**src/design/jumpCorePkg.sv**
```systemverilog
package jumpCorePkg;

  // fetch address width
  localparam int addrW = 64;

  typedef logic [addrW-1:0] addrT;

  // return stack geometry, depth is a power of two
  localparam int rasDepth = 8;
  localparam int rasPtrW  = 3;

  // kind of control transfer
  typedef enum logic [3:0] {
    jkNone,
    jkBeq,
    jkBne,
    jkBlt,
    jkBge,
    jkBltu,
    jkBgeu,
    jkJal,
    jkJalr
  } jumpKindT;

  // four-phase handshake states
  typedef enum logic [1:0] {
    hsIdle,
    hsDecode,
    hsAck,
    hsRelease
  } hsStateT;

endpackage

```
**src/design/riscvIsaPkg.sv**
```systemverilog
package riscvIsaPkg;

  // base instruction word
  localparam int instrW = 32;

  // major opcodes of the control transfer group
  typedef enum logic [6:0] {
    opBranch = 7'b1100011,
    opJalr   = 7'b1100111,
    opJal    = 7'b1101111
  } opcodeT;

  // funct3 of the conditional branches
  typedef enum logic [2:0] {
    f3Beq  = 3'b000,
    f3Bne  = 3'b001,
    f3Blt  = 3'b100,
    f3Bge  = 3'b101,
    f3Bltu = 3'b110,
    f3Bgeu = 3'b111
  } brFunct3T;

  // jalr has a single legal funct3
  localparam logic [2:0] jalrFunct3 = 3'b000;

  // low two bits select the quadrant, 2'b11 means a full 32-bit word
  localparam logic [1:0] quadC1   = 2'b01;
  localparam logic [1:0] quadC2   = 2'b10;
  localparam logic [1:0] quadFull = 2'b11;

  // compressed funct3 in bits 15:13
  // cJal is quadrant 1 (RV32 only), cJrMv is quadrant 2
  typedef enum logic [2:0] {
    cJal  = 3'b001,
    cJrMv = 3'b100,
    cJ    = 3'b101,
    cBeqz = 3'b110,
    cBnez = 3'b111
  } cFunct3T;

  // ra and the alternate link register t0
  localparam logic [4:0] linkRegA = 5'd1;
  localparam logic [4:0] linkRegB = 5'd5;

endpackage

```
**src/design/jumpDecoder.sv**
```systemverilog
`timescale 1ns/100ps

module jumpDecoder (
  input  logic [riscvIsaPkg::instrW-1:0] instr,
  input  logic                           mode64,
  output jumpCorePkg::jumpKindT          kind,
  output jumpCorePkg::addrT              imm,
  output logic                           isCall,
  output logic                           isReturn,
  output logic                           compressed
);
  import riscvIsaPkg::*;
  import jumpCorePkg::*;

  logic [4:0] rd;
  logic [4:0] rs1;
  logic [4:0] cRs1;
  addrT       bImm;
  addrT       jImm;
  addrT       iImm;
  addrT       cjImm;
  addrT       cbImm;

  function automatic logic isLinkReg(input logic [4:0] r);
    return (r == linkRegA) || (r == linkRegB);
  endfunction

  assign compressed = (instr[1:0] != quadFull);

  // register fields, 32-bit and compressed
  assign rd   = instr[11:7];
  assign rs1  = instr[19:15];
  assign cRs1 = instr[11:7];

  // 32-bit immediates
  assign bImm = {{51{instr[31]}}, instr[31], instr[7], instr[30:25], instr[11:8], 1'b0};
  assign jImm = {{43{instr[31]}}, instr[31], instr[19:12], instr[20], instr[30:21], 1'b0};
  assign iImm = {{52{instr[31]}}, instr[31:20]};

  // compressed immediates, scrambled bit order per the C extension
  assign cjImm = {{52{instr[12]}}, instr[12], instr[8], instr[10:9], instr[6], instr[7],
                  instr[2], instr[11], instr[5:3], 1'b0};
  assign cbImm = {{55{instr[12]}}, instr[12], instr[6:5], instr[2], instr[11:10],
                  instr[4:3], 1'b0};

  always_comb begin
    kind     = jkNone;
    imm      = '0;
    isCall   = 1'b0;
    isReturn = 1'b0;
    if (!compressed) begin
      case (instr[6:0])
        opBranch: begin
          imm = bImm;
          case (instr[14:12])
            f3Beq:   kind = jkBeq;
            f3Bne:   kind = jkBne;
            f3Blt:   kind = jkBlt;
            f3Bge:   kind = jkBge;
            f3Bltu:  kind = jkBltu;
            f3Bgeu:  kind = jkBgeu;
            default: kind = jkNone;
          endcase
        end
        opJal: begin
          kind   = jkJal;
          imm    = jImm;
          isCall = isLinkReg(rd);
        end
        opJalr: begin
          if (instr[14:12] == jalrFunct3) begin
            kind   = jkJalr;
            imm    = iImm;
            isCall = isLinkReg(rd);
            // same link register in rd and rs1 is a plain call
            isReturn = isLinkReg(rs1) && (!isLinkReg(rd) || (rd != rs1));
          end
        end
        default: kind = jkNone;
      endcase
    end else if (instr[1:0] == quadC1) begin
      case (instr[15:13])
        cJal: begin
          // c.addiw in RV64
          if (!mode64) begin
            kind   = jkJal;
            imm    = cjImm;
            isCall = 1'b1;
          end
        end
        cJ: begin
          kind = jkJal;
          imm  = cjImm;
        end
        cBeqz: begin
          kind = jkBeq;
          imm  = cbImm;
        end
        cBnez: begin
          kind = jkBne;
          imm  = cbImm;
        end
        default: kind = jkNone;
      endcase
    end else if ((instr[1:0] == quadC2) && (instr[15:13] == cJrMv)) begin
      // rs2 must be zero, otherwise c.mv / c.add
      if ((instr[6:2] == 5'd0) && (cRs1 != 5'd0)) begin
        kind = jkJalr;
        if (instr[12]) begin
          // c.jalr, implicit rd is ra
          isCall   = 1'b1;
          isReturn = isLinkReg(cRs1) && (cRs1 != linkRegA);
        end else begin
          isReturn = isLinkReg(cRs1);
        end
      end
    end
  end

endmodule

```
**src/design/jumpHandshake.sv**
```systemverilog
`timescale 1ns/100ps

module jumpHandshake (
  input  logic                           clk,
  input  logic                           arstN,
  input  logic                           req,
  input  jumpCorePkg::addrT              pcIn,
  input  logic [riscvIsaPkg::instrW-1:0] instrIn,
  input  logic                           mode64In,
  output logic                           ack,
  output logic                           calcEn,
  output logic                           rasUpdate,
  output jumpCorePkg::addrT              pcReg,
  output logic [riscvIsaPkg::instrW-1:0] instrReg,
  output logic                           mode64Reg
);
  import jumpCorePkg::*;

  hsStateT state;
  hsStateT stateNext;

  always_comb begin
    stateNext = state;
    case (state)
      hsIdle:    if (req) stateNext = hsDecode;
      hsDecode:  stateNext = hsAck;
      // hold results until the requester lets go
      hsAck:     if (!req) stateNext = hsRelease;
      hsRelease: stateNext = hsIdle;
      default:   stateNext = hsIdle;
    endcase
  end

  // outputs follow the state they enter, so they line up with it
  always_ff @(posedge clk or negedge arstN) begin
    if (!arstN) begin
      state     <= hsIdle;
      ack       <= 1'b0;
      calcEn    <= 1'b0;
      rasUpdate <= 1'b0;
    end else begin
      state     <= stateNext;
      ack       <= (stateNext == hsAck);
      calcEn    <= (stateNext == hsDecode);
      rasUpdate <= (stateNext == hsDecode);
    end
  end

  // capture request on the latch edge
  always_ff @(posedge clk) begin
    if ((state == hsIdle) && req) begin
      pcReg     <= pcIn;
      instrReg  <= instrIn;
      mode64Reg <= mode64In;
    end
  end

endmodule

```
**src/design/jumpUnit.sv**
```systemverilog
`timescale 1ns/100ps

module jumpUnit (
  input  logic                           clk,
  input  logic                           arstN,
  input  logic                           req,
  input  jumpCorePkg::addrT              pc,
  input  logic [riscvIsaPkg::instrW-1:0] instr,
  input  logic                           mode64,
  output logic                           ack,
  output logic                           isJump,
  output jumpCorePkg::jumpKindT          jumpKind,
  output jumpCorePkg::addrT              target,
  output logic                           targetValid,
  output jumpCorePkg::addrT              linkAddr,
  output logic                           isCall,
  output logic                           isReturn
);
  import riscvIsaPkg::*;
  import jumpCorePkg::*;

  logic              calcEn;
  logic              rasUpdate;
  addrT              pcReg;
  logic [instrW-1:0] instrReg;
  logic              mode64Reg;
  jumpKindT          decKind;
  addrT              decImm;
  logic              decCall;
  logic              decReturn;
  logic              decCompressed;
  addrT              linkNext;
  addrT              rasTop;
  logic              rasEmpty;

  jumpHandshake hs0 (
    .clk       (clk),
    .arstN     (arstN),
    .req       (req),
    .pcIn      (pc),
    .instrIn   (instr),
    .mode64In  (mode64),
    .ack       (ack),
    .calcEn    (calcEn),
    .rasUpdate (rasUpdate),
    .pcReg     (pcReg),
    .instrReg  (instrReg),
    .mode64Reg (mode64Reg)
  );

  jumpDecoder dec0 (
    .instr      (instrReg),
    .mode64     (mode64Reg),
    .kind       (decKind),
    .imm        (decImm),
    .isCall     (decCall),
    .isReturn   (decReturn),
    .compressed (decCompressed)
  );

  // sees the stack top from before this update
  targetCalc calc0 (
    .clk         (clk),
    .arstN       (arstN),
    .calcEn      (calcEn),
    .pc          (pcReg),
    .kind        (decKind),
    .imm         (decImm),
    .isCall      (decCall),
    .isReturn    (decReturn),
    .compressed  (decCompressed),
    .rasTop      (rasTop),
    .rasEmpty    (rasEmpty),
    .isJump      (isJump),
    .targetValid (targetValid),
    .isCallOut   (isCall),
    .isReturnOut (isReturn),
    .jumpKindOut (jumpKind),
    .target      (target),
    .linkAddr    (linkAddr),
    .linkNext    (linkNext)
  );

  returnStack ras0 (
    .clk      (clk),
    .arstN    (arstN),
    .update   (rasUpdate),
    .push     (decCall),
    .pop      (decReturn),
    .pushAddr (linkNext),
    .top      (rasTop),
    .empty    (rasEmpty)
  );

endmodule

```
**src/design/returnStack.sv**
```systemverilog
`timescale 1ns/100ps

module returnStack (
  input  logic              clk,
  input  logic              arstN,
  input  logic              update,
  input  logic              push,
  input  logic              pop,
  input  jumpCorePkg::addrT pushAddr,
  output jumpCorePkg::addrT top,
  output logic              empty
);
  import jumpCorePkg::*;

  addrT               entries [rasDepth];
  logic [rasPtrW-1:0] topPtr;
  logic [rasPtrW:0]   count;
  logic               doPop;

  assign empty = (count == '0);
  assign top   = entries[topPtr];

  // popping an empty stack is ignored
  assign doPop = pop && !empty;

  always_ff @(posedge clk or negedge arstN) begin
    if (!arstN) begin
      topPtr <= '0;
      count  <= '0;
    end else if (update) begin
      if (push && !doPop) begin
        // pointer wraps, oldest entry gets overwritten when full
        topPtr <= topPtr + 1'b1;
        if (count != (rasPtrW+1)'(rasDepth)) begin
          count <= count + 1'b1;
        end
      end else if (doPop && !push) begin
        topPtr <= topPtr - 1'b1;
        count  <= count - 1'b1;
      end
    end
  end

  always_ff @(posedge clk) begin
    if (update && push) begin
      if (doPop) begin
        // replace top in place
        entries[topPtr] <= pushAddr;
      end else begin
        entries[topPtr + 1'b1] <= pushAddr;
      end
    end
  end

endmodule

```
**src/design/targetCalc.sv**
```systemverilog
`timescale 1ns/100ps

module targetCalc (
  input  logic                  clk,
  input  logic                  arstN,
  input  logic                  calcEn,
  input  jumpCorePkg::addrT     pc,
  input  jumpCorePkg::jumpKindT kind,
  input  jumpCorePkg::addrT     imm,
  input  logic                  isCall,
  input  logic                  isReturn,
  input  logic                  compressed,
  input  jumpCorePkg::addrT     rasTop,
  input  logic                  rasEmpty,
  output logic                  isJump,
  output logic                  targetValid,
  output logic                  isCallOut,
  output logic                  isReturnOut,
  output jumpCorePkg::jumpKindT jumpKindOut,
  output jumpCorePkg::addrT     target,
  output jumpCorePkg::addrT     linkAddr,
  output jumpCorePkg::addrT     linkNext
);
  import jumpCorePkg::*;

  addrT targetNext;
  logic validNext;

  // also feeds the stack push
  assign linkNext = compressed ? pc + addrT'(2) : pc + addrT'(4);

  always_comb begin
    targetNext = '0;
    validNext  = 1'b0;
    if (kind == jkJalr) begin
      // register target unknown, unless the stack has a prediction
      if (isReturn && !rasEmpty) begin
        targetNext = rasTop;
        validNext  = 1'b1;
      end
    end else if (kind != jkNone) begin
      targetNext = pc + imm;
      validNext  = 1'b1;
    end
  end

  always_ff @(posedge clk or negedge arstN) begin
    if (!arstN) begin
      isJump      <= 1'b0;
      targetValid <= 1'b0;
      isCallOut   <= 1'b0;
      isReturnOut <= 1'b0;
      jumpKindOut <= jkNone;
    end else if (calcEn) begin
      isJump      <= (kind != jkNone);
      targetValid <= validNext;
      isCallOut   <= isCall;
      isReturnOut <= isReturn;
      jumpKindOut <= kind;
    end
  end

  always_ff @(posedge clk) begin
    if (calcEn) begin
      target   <= targetNext;
      linkAddr <= (kind == jkNone) ? '0 : linkNext;
    end
  end

endmodule

```
**config.mk**
```make
export PLATFORM = sky130hd
export DESIGN_NAME = jumpUnit
export DESIGN_NICKNAME = d
export VERILOG_FILES = /design/src/design/jumpCorePkg.sv /design/src/design/riscvIsaPkg.sv /design/src/design/jumpDecoder.sv /design/src/design/jumpHandshake.sv /design/src/design/jumpUnit.sv /design/src/design/returnStack.sv /design/src/design/targetCalc.sv
export SDC_FILE = /design/constraint.sdc
export NUM_CORES = 1
export LEC_CHECK = 0
export ABC_AREA = 1
export BUFFER_PORTS_ARGS = -buffer_cell sky130_fd_sc_hd__buf_2
export CORE_ASPECT_RATIO = 1.2
export CORE_MARGIN = 10
export CORE_UTILIZATION = 59
export DETAILED_ROUTE_END_ITERATION = 12
export PLACE_DENSITY = 0.79
export SETUP_SLACK_MARGIN = 0.2
export SYNTH_ARGS = -nofsm -noshare
export SYNTH_HDL_FRONTEND = slang
export SYNTH_SLANG_ARGS = --single-unit
```
**constraint.sdc**
```tcl
create_clock -name clk -period 10.1 [get_ports clk]
set_input_delay 2.02 -clock clk [delete_from_list [all_inputs] [get_ports clk]]
set_output_delay 2.02 -clock clk [all_outputs]
set_load 0.01 [all_outputs]
```
# After elaboration in Yosys (flattened, before gate mapping)

Memory sizes are Yosys's and may differ from the RTL's.
Cells that the tools add are included.

$add $sub $neg: 7
Equality and inequality tests: 30
Mux-type cells: 54
Reduce and logical (&&, ||, !) cells: 28

Operators by type and width:

| operator                | count |
|---|---|
| $mux W64                | 9 |
| $pmux W64 S3            | 2 |
| $add A64 B2 Y64 const B | 1 |
| $add A64 B3 Y64 const B | 1 |
| $add A64 B64 Y64        | 1 |
| $reduce_or A64 Y1       | 1 |
| $mux W4                 | 8 |
| $eq A3 B3 Y1 const B    | 8 |
| $mux W1                 | 24 |
| $eq A7 B7 Y1 const B    | 3 |
| $pmux W3 S6             | 1 |
| $mux W3                 | 4 |
| $pmux W3 S4             | 1 |
| $pmux W4 S3             | 1 |
| $eq A5 B1 Y1 const B    | 2 |
| $eq A5 B3 Y1 const B    | 2 |
| $logic_and A1 B1 Y1     | 9 |
| $eq A2 B2 Y1 const B    | 4 |
| $logic_not A4 Y1        | 2 |
| $pmux W2 S4             | 1 |
| $eq A2 B1 Y1 const B    | 3 |
| $eq A3 B1 Y1 const B    | 2 |
| $logic_not A5 Y1        | 1 |
| $ne A5 B1 Y1 const B    | 1 |
| 20 further kinds        | 27 |

Register bits after elaboration: 244
RAM bits: 512
Input bits: 100
Output and inout bits: 137
Logic and storage cells: 135
Memories: 1

Memories:

| name         | words | width | rd ports | clocked after memory_dff | wr ports | RTL line          | source |
|---|---|---|---|---|---|---|---|
| ras0.entries | 8     | 64    | 1        | 0                        | 1        | returnStack.sv:15 | `addrT entries [rasDepth];` |

# Depth between registers and ports, before layout

Gate-level depths: netlist of run 1.

Depth in word-level cells: 14
Depth in mapped cells: 24
Mapped depth without buffers: 24

# Modules after synthesis

A second synthesis of run 1 with hierarchy kept.

Cells, all modules: 4009
Area total of the unflattened synthesis: 37786.2 um2

By module, submodules not included:

| module        | times used | cells an instance | area an instance (um2) | sequential area each (um2) |
|---|---|---|---|---|
| returnStack   | 1          | 1540              | 20373.3                | 15549.9 |
| targetCalc    | 1          | 2123              | 13072.5                | 4043.9 |
| jumpHandshake | 1          | 118               | 3111.7                 | 3012.9 |
| jumpDecoder   | 1          | 228               | 1228.7                 | 0.0 |

# Least setup slack after synthesis of run 1

Ideal clock, no wire load.

Path kind: register to register
Start point: register, netlist name hs0.calcEn
End point: memory ras0.entries[0][0] (netlist bit), enable pin
Library setup time: 0.487 ns
Data arrival time: 6.476 ns
Data required time: 9.613 ns
Slack: 3.137 ns
Stages on the path, launching flop included: 7
Buffers on the path: 2
Clock period less this slack: 6.963 ns
Cells stage by stage: dfrtp_1 > clkbuf_1 > inv_1 > clkbuf_1 > nor2_1 > nand3_1 > nor2_1

RTL lines:

| what             | RTL line |
|---|---|
| end: declaration | returnStack.sv:15 |

# Worst setup path in the final report of run 1

Start point: register hs0.instrReg[14] (netlist bit)
End point: register calc0.target[24] (data pin)

Longest elaborated chain between the ends: 8
Elaborated cells on any way between the ends: 37
Those cells by class: add/sub: 1; eq/ne: 11; mux: 20; reduce/logical: 5

RTL lines:

| what                                                                     | RTL line                              | source |
|---|---|---|
| start: declaration                                                       | jumpHandshake.sv:14                   | `output logic [riscvIsaPkg::instrW-1:0] instrReg,` |
| start signal: assignment                                                 | jumpHandshake.sv:53                   | `instrReg <= instrIn;` |
| $eq A3 B3 Y1 (on tied branches)                                          | jumpDecoder.sv:82, jumpDecoder.sv:105 |  |
| $reduce_or A2 Y1 (no line) / $logic_and A1 B1 Y1 (equally long branches) | -                                     |  |
| $pmux W64 S3 (tied with other cells)                                     | jumpDecoder.sv:82                     | `case (instr[15:13])` |
| $mux W64 (tied with other cells)                                         | jumpDecoder.sv:81                     | `end else if (instr[1:0] == quadC1) begin` |
| $mux W64 (tied with other cells)                                         | jumpDecoder.sv:51                     | `if (!compressed) begin` |
| $add A64 B64 Y64 (tied with other cells)                                 | targetCalc.sv:42                      | `targetNext = pc + imm;` |
| $mux W64 (on tied branches)                                              | targetCalc.sv:41, targetCalc.sv:37    |  |
| $mux W64 (*)                                                             | targetCalc.sv:35                      | `if (kind == jkJalr) begin` |
| net calc0.targetNext[24]                                                 | targetCalc.sv:26                      | `addrT targetNext;` |
| end signal: assignment                                                   | targetCalc.sv:65                      | `target <= targetNext;` |
| end: declaration                                                         | targetCalc.sv:20                      | `output jumpCorePkg::addrT target,` |

Mark *: on every way through the listed nets, which the timed path passes. The rest lies on a longest branch.
A chain may end at the register's enable or synchronous reset.

==> results, run 1 <==
- The data arrival at the endpoint of the critical path is 4870 ps.
- The critical path is of the reg2reg type.
- The number of search-and-repair iterations in the first detailed-routing pass is 8.
- Power comes to 9.17 mW.
- Along the worst path, the maximum fanout reaches 50.
- The main combinational cell family by area after synthesis is simple AND/OR/NAND/NOR gates.
- Traced cell by cell, the critical path runs through nor2_1 > nand2_1 > inv_1 > nand2_2 > nand2_1 > nand2_1 > nand2_2 > buf_4 > ha_1 > nand2_1 > inv_1 > nand2_1 > nand2_1 > a21oi_1 > nand3_1 > xnor2_1 > o21ai_0.
- Post-CTS repair changed the size of 0 cells.
- After global routing the overflow that remains totals 0.
- The count of pins on the block boundary is 237.
- Once routing completed, OpenROAD measured the worst setup slack at 5570 ps.
- The number of hold-slack violations in the final timing report came to 0.
- The violation count after the first detailed-routing iteration is 3919.
- The area fraction in and, or, nand and nor cells after synthesis is 0.194.
- For this configuration, the core starts out at a cell density of 0.593.
- The total track usage is 0.315.
- The routed via count is 29442.
- The maximum clock path buffer count is 3.
- The most numerous cell type found on the critical path is sky130_fd_sc_hd__nand2_1.
- Measured on the finished design, the core utilization comes to 0.661.
- The routed wirelength normalized by instance count is 24.2 um.
- The critical-path cell with the highest stage delay is sky130_fd_sc_hd__buf_4.
- The final clock period utilization by the worst path is 0.448.
- Summed over all nets, the half-perimeter wirelength after detailed placement is 85.4 mm.
- Once placement finished, the instance area stood at 39400 sq um.
- On the worst path, the slowest cell contributes a delay of 510 ps.
- The number of synthesized flops with an enable pin is 737.
- The worst-case register-to-register setup slack is 5570 ps.
- The tool flagged a number of max-cap violations equal to 0.
- The number of design rule violations left after detail routing is 0.
- The clock net in this run drives a total of 756 sinks.
- The floorplan has 101 rows.
- The maximum number of pins on one net before global-route repair is 99.
- The number of unique standard cell types used by synthesis is 51.
- The fmax is 0.221 GHz.
- After synthesis the cells add up to 37400 sq um.
- During placement, the flow inserted port buffers numbering 236.
- After clock tree synthesis, the clock-pin slew on the worst setup and hold paths is 70 ps.
- The post-route worst hold slack is 488 ps.
- The per-instance average area after synthesis is 9.70 sq um.
- Of the total synthesized cell area, the portion taken by full adders, half adders and majority gates is 0.0295.
- The horizontal extent of the die is 250 um.
- The area growth from synthesis to layout is 11.5%.
- In the final layout, the share of cells above drive strength 1 is 0.106.
- The relative max-transition margin is 0.110.
- The final critical-path required period is 4530 ps.
- The synthesized-area fraction occupied by ao, oa, aoi and oai cells is 0.0848.
- The sequential element share of the synthesized area is 0.605.
- The count of nets left with antenna violations after detail routing is 0.
- The clock latency on the worst-skew pair is 630 ps.
- The worst slack after detailed placement is 5760 ps.
- The H-tree depth is 3.
- The warning count from the yosys run is 0.
- The first-pass GRT wire length is 173 mm.
- Of the post-synthesis cell area, the part taken by muxes is 0.00325.
- Counting every net in the synthesized netlist gives 4040.
- Setup violations remaining at the end of the flow were counted as 0.
- The fill cell total of the finished layout is 4951.
- The critical path endpoint category is a register.
- The static leakage is 17.1 nW.
- The largest voltage drop on the vdd net is 209 uV.
- The clock tree root buffer cell is sky130_fd_sc_hd__clkbuf_16.
- The total instance count after detailed placement is 4817.
- The worst setup path is launched from a register.
- The number of hold buffers added after cts is 0.
- The worst hold path class is reg2reg.
- The initial antenna violation count is 5.
- Summing all non-filler instances in the final layout gives an area of 41700 sq um.
- The setup skew after layout is 25.8 ps.
- The total setup buffers inserted after CTS is 0.
- The global placer's final weighted congestion is 1.05.
- Data on the critical path is required at its endpoint by 10440 ps.
- The xor-xnor portion of the synthesized cell area is 0.0190.
- The reg-to-reg startpoint is hs0.instrReg[14]$_DFFE_PP_.
- The most instantiated flip-flop cell in the synthesis netlist is sky130_fd_sc_hd__edfxtp_1.
- The power density normalized to cell area is 220 nW/um^2.
- The count of final max-slew check failures is 0.
- Setup repair after global routing left no endpoint under its margin.
- The flow ran to the end, and the final reports show no timing, DRC or antenna violations.
- For the pin with the worst max-slew slack, the measured transition is 1330 ps.
- The gate count after technology mapping is 3853.
- The final non-filler cell total is 4944.
- The die area is 73900 sq um.
- The number of global-route vias before repair is 27601.
- The number of cells traversed by the worst register-to-register path is 17.
- The endpoint identified for the worst register-to-register timing path is calc0.target[24]$_DFFE_PP_.
- In the synthesized netlist the async set-or-reset flop fraction comes to 0.0251.
- From bottom edge to top edge, the die measures 296 um.
- Adding up every negative setup slack in the final design gives 0 ps.
- TritonCTS built the clock tree.
- The via-per-instance ratio is 5.96.
- The number of nets in the layout is 4255.
- The TritonCTS buffer count is 73.
- The origin of the worst setup path is hs0.instrReg[14]$_DFFE_PP_.
- The floorplan step defined a core boundary enclosing 63100 sq um.
- The aggregate routed wire length is 120 mm.
- The critical path ends at calc0.target[24]$_DFFE_PP_.
- After synthesis the netlist holds a flip-flop and latch count of 756.
-- cell usage after synthesis, types with 15 or more instances --
master | count | area, sq um
sky130_fd_sc_hd__nand2_1 | 993 | 3730
sky130_fd_sc_hd__edfxtp_1 | 737 | 22100
sky130_fd_sc_hd__inv_1 | 493 | 1850
sky130_fd_sc_hd__nor2_1 | 459 | 1720
sky130_fd_sc_hd__o21ai_0 | 212 | 1060
sky130_fd_sc_hd__nand3_1 | 157 | 786
sky130_fd_sc_hd__a21oi_1 | 98 | 490
sky130_fd_sc_hd__o22ai_1 | 91 | 569
sky130_fd_sc_hd__clkbuf_1 | 87 | 327
sky130_fd_sc_hd__ha_1 | 85 | 1060
sky130_fd_sc_hd__nand4_1 | 48 | 300
sky130_fd_sc_hd__xnor2_1 | 41 | 359
sky130_fd_sc_hd__o211ai_1 | 40 | 300
sky130_fd_sc_hd__xor2_1 | 40 | 350
sky130_fd_sc_hd__a32o_1 | 37 | 370
sky130_fd_sc_hd__nor3_1 | 37 | 185
sky130_fd_sc_hd__buf_2 | 20 | 100
sky130_fd_sc_hd__dfrtp_1 | 19 | 475
sky130_fd_sc_hd__o32ai_1 | 16 | 140
sky130_fd_sc_hd__o21ai_1 | 15 | 75.1
-- worst max-delay path, delay by kind of cell (launching register included) --
| kind | cells | cell delay (ps) |
|---|---|---|
| AO/OA/AOI/OAI | 2 | 560 |
| XOR/XNOR | 1 | 510 |
| buffers and inverters | 3 | 670 |
| flip-flops | 1 | 470 |
| adder cells (fa/ha/maj) | 1 | 400 |
| AND/OR/NAND/NOR | 10 | 1620 |
-- cells by family (layout without fill, tap and decap cells) --
| logic type | after synthesis | in the layout |
|---|---|---|
| other | 0 | 2 |
| AND/OR/NAND/NOR | 1760 | 1760 |
| AO/OA/AOI/OAI | 529 | 529 |
| XOR/XNOR | 81 | 81 |
| adder cells (fa/ha/maj) | 87 | 87 |
| multiplexers | 12 | 12 |
| flip-flops | 756 | 756 |
| buffers and inverters | 628 | 893 |
-- cells in the final DEF, fill, tap and decap left out, drive strengths merged, types with 85 or more instances in the layout --
cell	n
nand2	1002
edfxtp	737
inv	512
a21oi	99
ha	85
nand3	161
clkbuf	88
o22ai	91
nor2	472
o21ai	227
buf	260
-- worst min-delay path by stage --
stage                                                start                                to  depth (start not counted)
after floorplan                  ras0.count[2]$_DFFE_PN0P_         ras0.count[2]$_DFFE_PN0P_                          2
after global placement    calc0.jumpKindOut[2]$_DFFE_PN0P_  calc0.jumpKindOut[2]$_DFFE_PN0P_                          2
after detailed placement          calc0.isJump$_DFFE_PN0P_          calc0.isJump$_DFFE_PN0P_                          2
after CTS                         calc0.isJump$_DFFE_PN0P_          calc0.isJump$_DFFE_PN0P_                          2
after global routing              calc0.isJump$_DFFE_PN0P_          calc0.isJump$_DFFE_PN0P_                          2
final                          calc0.isCallOut$_DFFE_PN0P_       calc0.isCallOut$_DFFE_PN0P_                          2
-- sequential cells by signal, indices dropped and copies added, names as in the netlist --
| signal | flops |
|---|---|
| ras0.topPtr | 3 |
| hs0.state | 2 |
| calc0.jumpKindOut | 4 |
| hs0.instrReg | 32 |
| calc0.targetValid | 1 |
| hs0.ack | 1 |
| ras0.count | 4 |
| hs0.calcEn | 1 |
| calc0.linkAddr | 64 |
| calc0.isReturnOut | 1 |
| calc0.isCallOut | 1 |
| hs0.mode64Reg | 1 |
| calc0.isJump | 1 |
| hs0.pcReg | 64 |
| calc0.target | 64 |
| ras0.entries | 512 |
-- report_power, final --
part           leakage, nW  switching, mW  internal [mW]
Combinational         9.01           1.73          0.676
Sequential            6.95          0.273           3.81
Clock                 1.12           1.17           1.52
Total                 17.1           3.17           6.00
-- area by class of cell --
| cell class | count | area, sq um | area share |
|---|---|---|---|
| Timing Repair Buffer | 260 | 1360 | 0.0327 |
| Multi-Input combinational cell | 2469 | 12400 | 0.298 |
| Antenna cell | 2 | 5.00 | 0.000120 |
| Inverter | 508 | 1920 | 0.0460 |
| Sequential cell | 756 | 22600 | 0.543 |
| Tap cell | 824 | 1030 | 0.0247 |
| Clock buffer | 88 | 1960 | 0.0469 |
| Clock inverter | 37 | 364 | 0.00873 |
-- routing by layer --
metal | part of all wire | global-route usage | up-vias | routed length, um
li1 | - | - | 13449 | -
met5 | 0.00023 | 0 | - | 27
met1 | 0.38 | 0.419 | 13900 | 45100
met3 | 0.12 | 0.0579 | 284 | 13800
met2 | 0.46 | 0.496 | 1805 | 54900
met4 | 0.049 | 0.154 | 4 | 5860
No activity file was read; power rests on OpenSTA's default activity.
==> run 2: changes to the inputs <==
CORE_UTILIZATION = 55   (was 59)
PLACE_DENSITY = 0.77   (was 0.79)
clock period = 3.9 ns   (was 10.1 ns; I/O delays follow)
==> results, run 2 (synthesized netlist as in run 1, its figures left out) <==
- The routed wirelength normalized by instance count is 24.2 um (about the same).
- The total number of clock tree sinks is 756 (unchanged).
- The clock latency on the worst-skew pair came to 640 ps (was 630 ps).
- The relative max-transition margin is 0.273 (was 0.110).
- The TritonCTS buffer count was 72 (was 73).
- The critical path endpoint category is a register (unchanged).
- The count of pins on the block boundary came to 237 (unchanged).
- The worst-path maximum fanout is 38 (was 50).
- The count of nets left with antenna violations after detail routing is 0 (unchanged).
- The area of the core region is 67300 sq um (was 63100 sq um).
- The number of nets in the layout is 4368 (was 4255).
- The static leakage is 17.8 nW (was 17.1 nW).
- The violation count after the first detailed-routing iteration came to 3672 (was 3919).
- The type of the setup path with the least slack is reg2reg (unchanged).
- The number of rows in the core area was 104 (was 101).
- The number of hold-slack violations in the final timing report is 0 (unchanged).
- The total track usage came to 0.309 (was 0.315).
- The post-route worst hold slack is 94.8 ps (was 488 ps).
- Unrepaired setup endpoints after global routing: yes (was no).
- The first-pass GRT wire length came to 181 mm (was 173 mm).
- The H-tree depth is 3 (unchanged).
- The power consumption came to 24.4 mW (was 9.17 mW).
- The height of the die is 306 um (was 296 um).
- The final number of setup-violating endpoints is 0 (unchanged).
- The routed via count is 29945 (was 29442).
- The summed negative setup slack over all endpoints is 0 ps (unchanged).
- The horizontal extent of the die is 258 um (was 250 um).
- The power density normalized to cell area is 564 nW/um^2 (was 220 nW/um^2).
- The maximum clock path buffer count is 3 (unchanged).
- The critical path data required time was 4270 ps (was 10440 ps).
- The initial antenna violation count is 4 (was 5).
- The number of global-route vias before repair is 28784 (was 27601).
- The starting utilization of the core area was 0.556 (was 0.593).
- The register name with the most flops is ras0.entries (unchanged).
- The largest voltage drop on the vdd net is 565 uV (was 209 uV).
- The fraction of final layout cells sized beyond drive strength 1 is 0.146 (was 0.106).
- The number of flip-flops in the largest register was 512 (unchanged).
- The final global-route overflow total is 0 (unchanged).
- The data arrival at the endpoint of the critical path was 3980 ps (was 4870 ps).
- The setup skew after layout came to 33.7 ps (was 25.8 ps).
- The worst stage delay on the critical path is 470 ps (was 510 ps).
- The leading cell type in the layout, fill and taps excluded is sky130_fd_sc_hd__nand2_1 (unchanged).
- Status: finished, final reports clean (unchanged).
- The number of buffers inserted by port buffering is 236 (unchanged).
- The critical path buffer and inverter count was 1 (was 3).
- The die area is 78800 sq um (was 73900 sq um).
- The count of final max-slew check failures is 0 (unchanged).
- The max capacitance violation total is 0 (unchanged).
- The final critical-path required period came to 3610 ps (was 4530 ps).
- The cell class contributing the biggest share of worst-path delay was simple AND/OR/NAND/NOR gates (unchanged).
- The area overhead of the layout relative to synthesis is 15.6% (was 11.5%).
- The clock-pin slew on the worst setup and hold paths is 80 ps (was 70 ps).
- The fmax came to 0.277 GHz (was 0.221 GHz).
- The aggregate routed wire length is 125 mm (was 120 mm).
- The type of element launching the critical path is a register (unchanged).
- The number of hold buffers added after cts was 0 (unchanged).
- The TritonCTS clock tree is built (unchanged).
- The number of design rule violations left after detail routing is 0 (unchanged).
- The global placer's final weighted congestion is 1.05 (about the same).
- The maximum number of pins on one net before global-route repair is 128 (was 99).
- The cell type with the highest occurrence count on the critical path is sky130_fd_sc_hd__nand2_1 (unchanged).
- The via-per-instance ratio is 5.83 (was 5.96).
- The final clock period utilization by the worst path came to 0.926 (was 0.448).
- The slew at the pin closest to its max-slew limit is 1090 ps (was 1330 ps).
- The sum of net half-perimeters after detailed placement was 90.5 mm (was 85.4 mm).
- The critical-path cell with the highest stage delay is sky130_fd_sc_hd__edfxtp_1 (was sky130_fd_sc_hd__buf_4).
- The clock tree root buffer cell is sky130_fd_sc_hd__clkbuf_16 (unchanged).
- Ordered list of cells on the worst path: nand2_4 > nor2_1 > o21ai_0 > nand2_1 > nand2_1 > nand2_2 > buf_12 > ha_1 > nand2_1 > nor2_1 > nand2_1 > nor2_1 > nand3_2 > nand3_1 > nand2_1 > nand3_1 > nand2_1 (was nor2_1 > nand2_1 > inv_1 > nand2_2 > nand2_1 > nand2_1 > nand2_2 > buf_4 > ha_1 > nand2_1 > inv_1 > nand2_1 > nand2_1 > a21oi_1 > nand3_1 > xnor2_1 > o21ai_0).
- The worst hold path class is in2async (was reg2reg).
- Commonest cells after routing, fill and taps aside: sky130_fd_sc_hd__nand2_1, sky130_fd_sc_hd__edfxtp_1, sky130_fd_sc_hd__inv_1, sky130_fd_sc_hd__nor2_1, sky130_fd_sc_hd__buf_2 (unchanged).
- The number of search-and-repair iterations in the first detailed-routing pass came to 7 (was 8).
==> run 2: cell count changes in the layout (fill, tap and decap cells not counted), moves of 9 or more <==
cell                      previous run  this run
sky130_fd_sc_hd__buf_12              0        23
sky130_fd_sc_hd__buf_4              24       114
sky130_fd_sc_hd__nand2_1           992       975
sky130_fd_sc_hd__nand2_2             8        25
sky130_fd_sc_hd__nand3_1           157       148
sky130_fd_sc_hd__nand3_2             3        12
sky130_fd_sc_hd__nor2_1            451       429
sky130_fd_sc_hd__nor2_2              7        26
==> run 2: through the flow <==
| stage | util | setup slack (ps) | instances | area [sq um] |
|---|---|---|---|---|
| floorplan | - | 211 | 3853 | 37400 |
| global placement | 0.603 | 58.6 | 4999 | 40500 |
| detailed placement | 0.603 | 72.0 | 4999 | 40500 |
| CTS | 0.638 | 204 | 5129 | 42900 |
| global route | 0.642 | 114 | 5138 | 43200 |
| finish | 0.642 | 287 | 5139 | 43200 |
==> run 2: layout make-up <==
| cell class | count | area, sq um |
|---|---|---|
| Fill cell | 5409 | 24100 |
| Sequential cell | 756 | 22600 |
| Multi-Input combinational cell | 2469 | 12700 |
| Timing Repair Buffer | 374 | 2510 |
| Clock buffer | 87 | 1920 |
| Inverter | 508 | 1920 |
| Tap cell | 901 | 1130 |
| Clock inverter | 43 | 453 |
| Antenna cell | 1 | 2.50 |
==> run 2: timing repair <==
item                                    CTS  global route
resized for setup                         4            66
pin swaps                                 1             8
setup buffers                             0             9
hold endpoints to repair                  0             0
endpoints found under the setup margin   11            43
==> run 2: path summary, 6_finish.rpt <==
path	startpoint	endpoint	slack, ps	depth (start not counted)
min	arstN	calc0.jumpKindOut[2]$_DFFE_PN0P_	90	1
max	hs0.instrReg[1]$_DFFE_PP_	calc0.target[48]$_DFFE_PP_	290	17
min reg2reg	calc0.jumpKindOut[1]$_DFFE_PN0P_	calc0.jumpKindOut[1]$_DFFE_PN0P_	480	2
min in group clk	pc[2]	hs0.pcReg[2]$_DFFE_PP_	320	1
max in group asynchronous	arstN	ras0.topPtr[0]$_DFFE_PN0P_	3420	1
max reg2reg	hs0.instrReg[1]$_DFFE_PP_	calc0.target[48]$_DFFE_PP_	290	17
==> run 2: worst reg2reg max path, delay by kind of cell (launching register included) <==
family | cells | cell delay, ps
AOI/OAI and AO/OA | 1 | 160
buffers and inverters | 1 | 170
adders and majority gates | 1 | 510
DFF | 1 | 470
and+or+nand+nor | 14 | 2040
==> run 2: where the power goes <==
| part | switching (mW) | internal [mW] | leakage, nW |
|---|---|---|---|
| sequential | 0.622 | 9.85 | 6.95 |
| combinational | 4.76 | 2.00 | 9.69 |
| clock | 3.12 | 4.02 | 1.15 |
==> run 2: metal layers <==
layer  part of all wire  wire length (um)  up-vias  global-route usage
met5            0.00041                51        -                   0
met4              0.044              5500        5               0.137
met3               0.11             13400      269              0.0636
met2               0.47             58300     1700               0.495
met1               0.38             47300    14281               0.402
li1                   -                 -    13690                   -
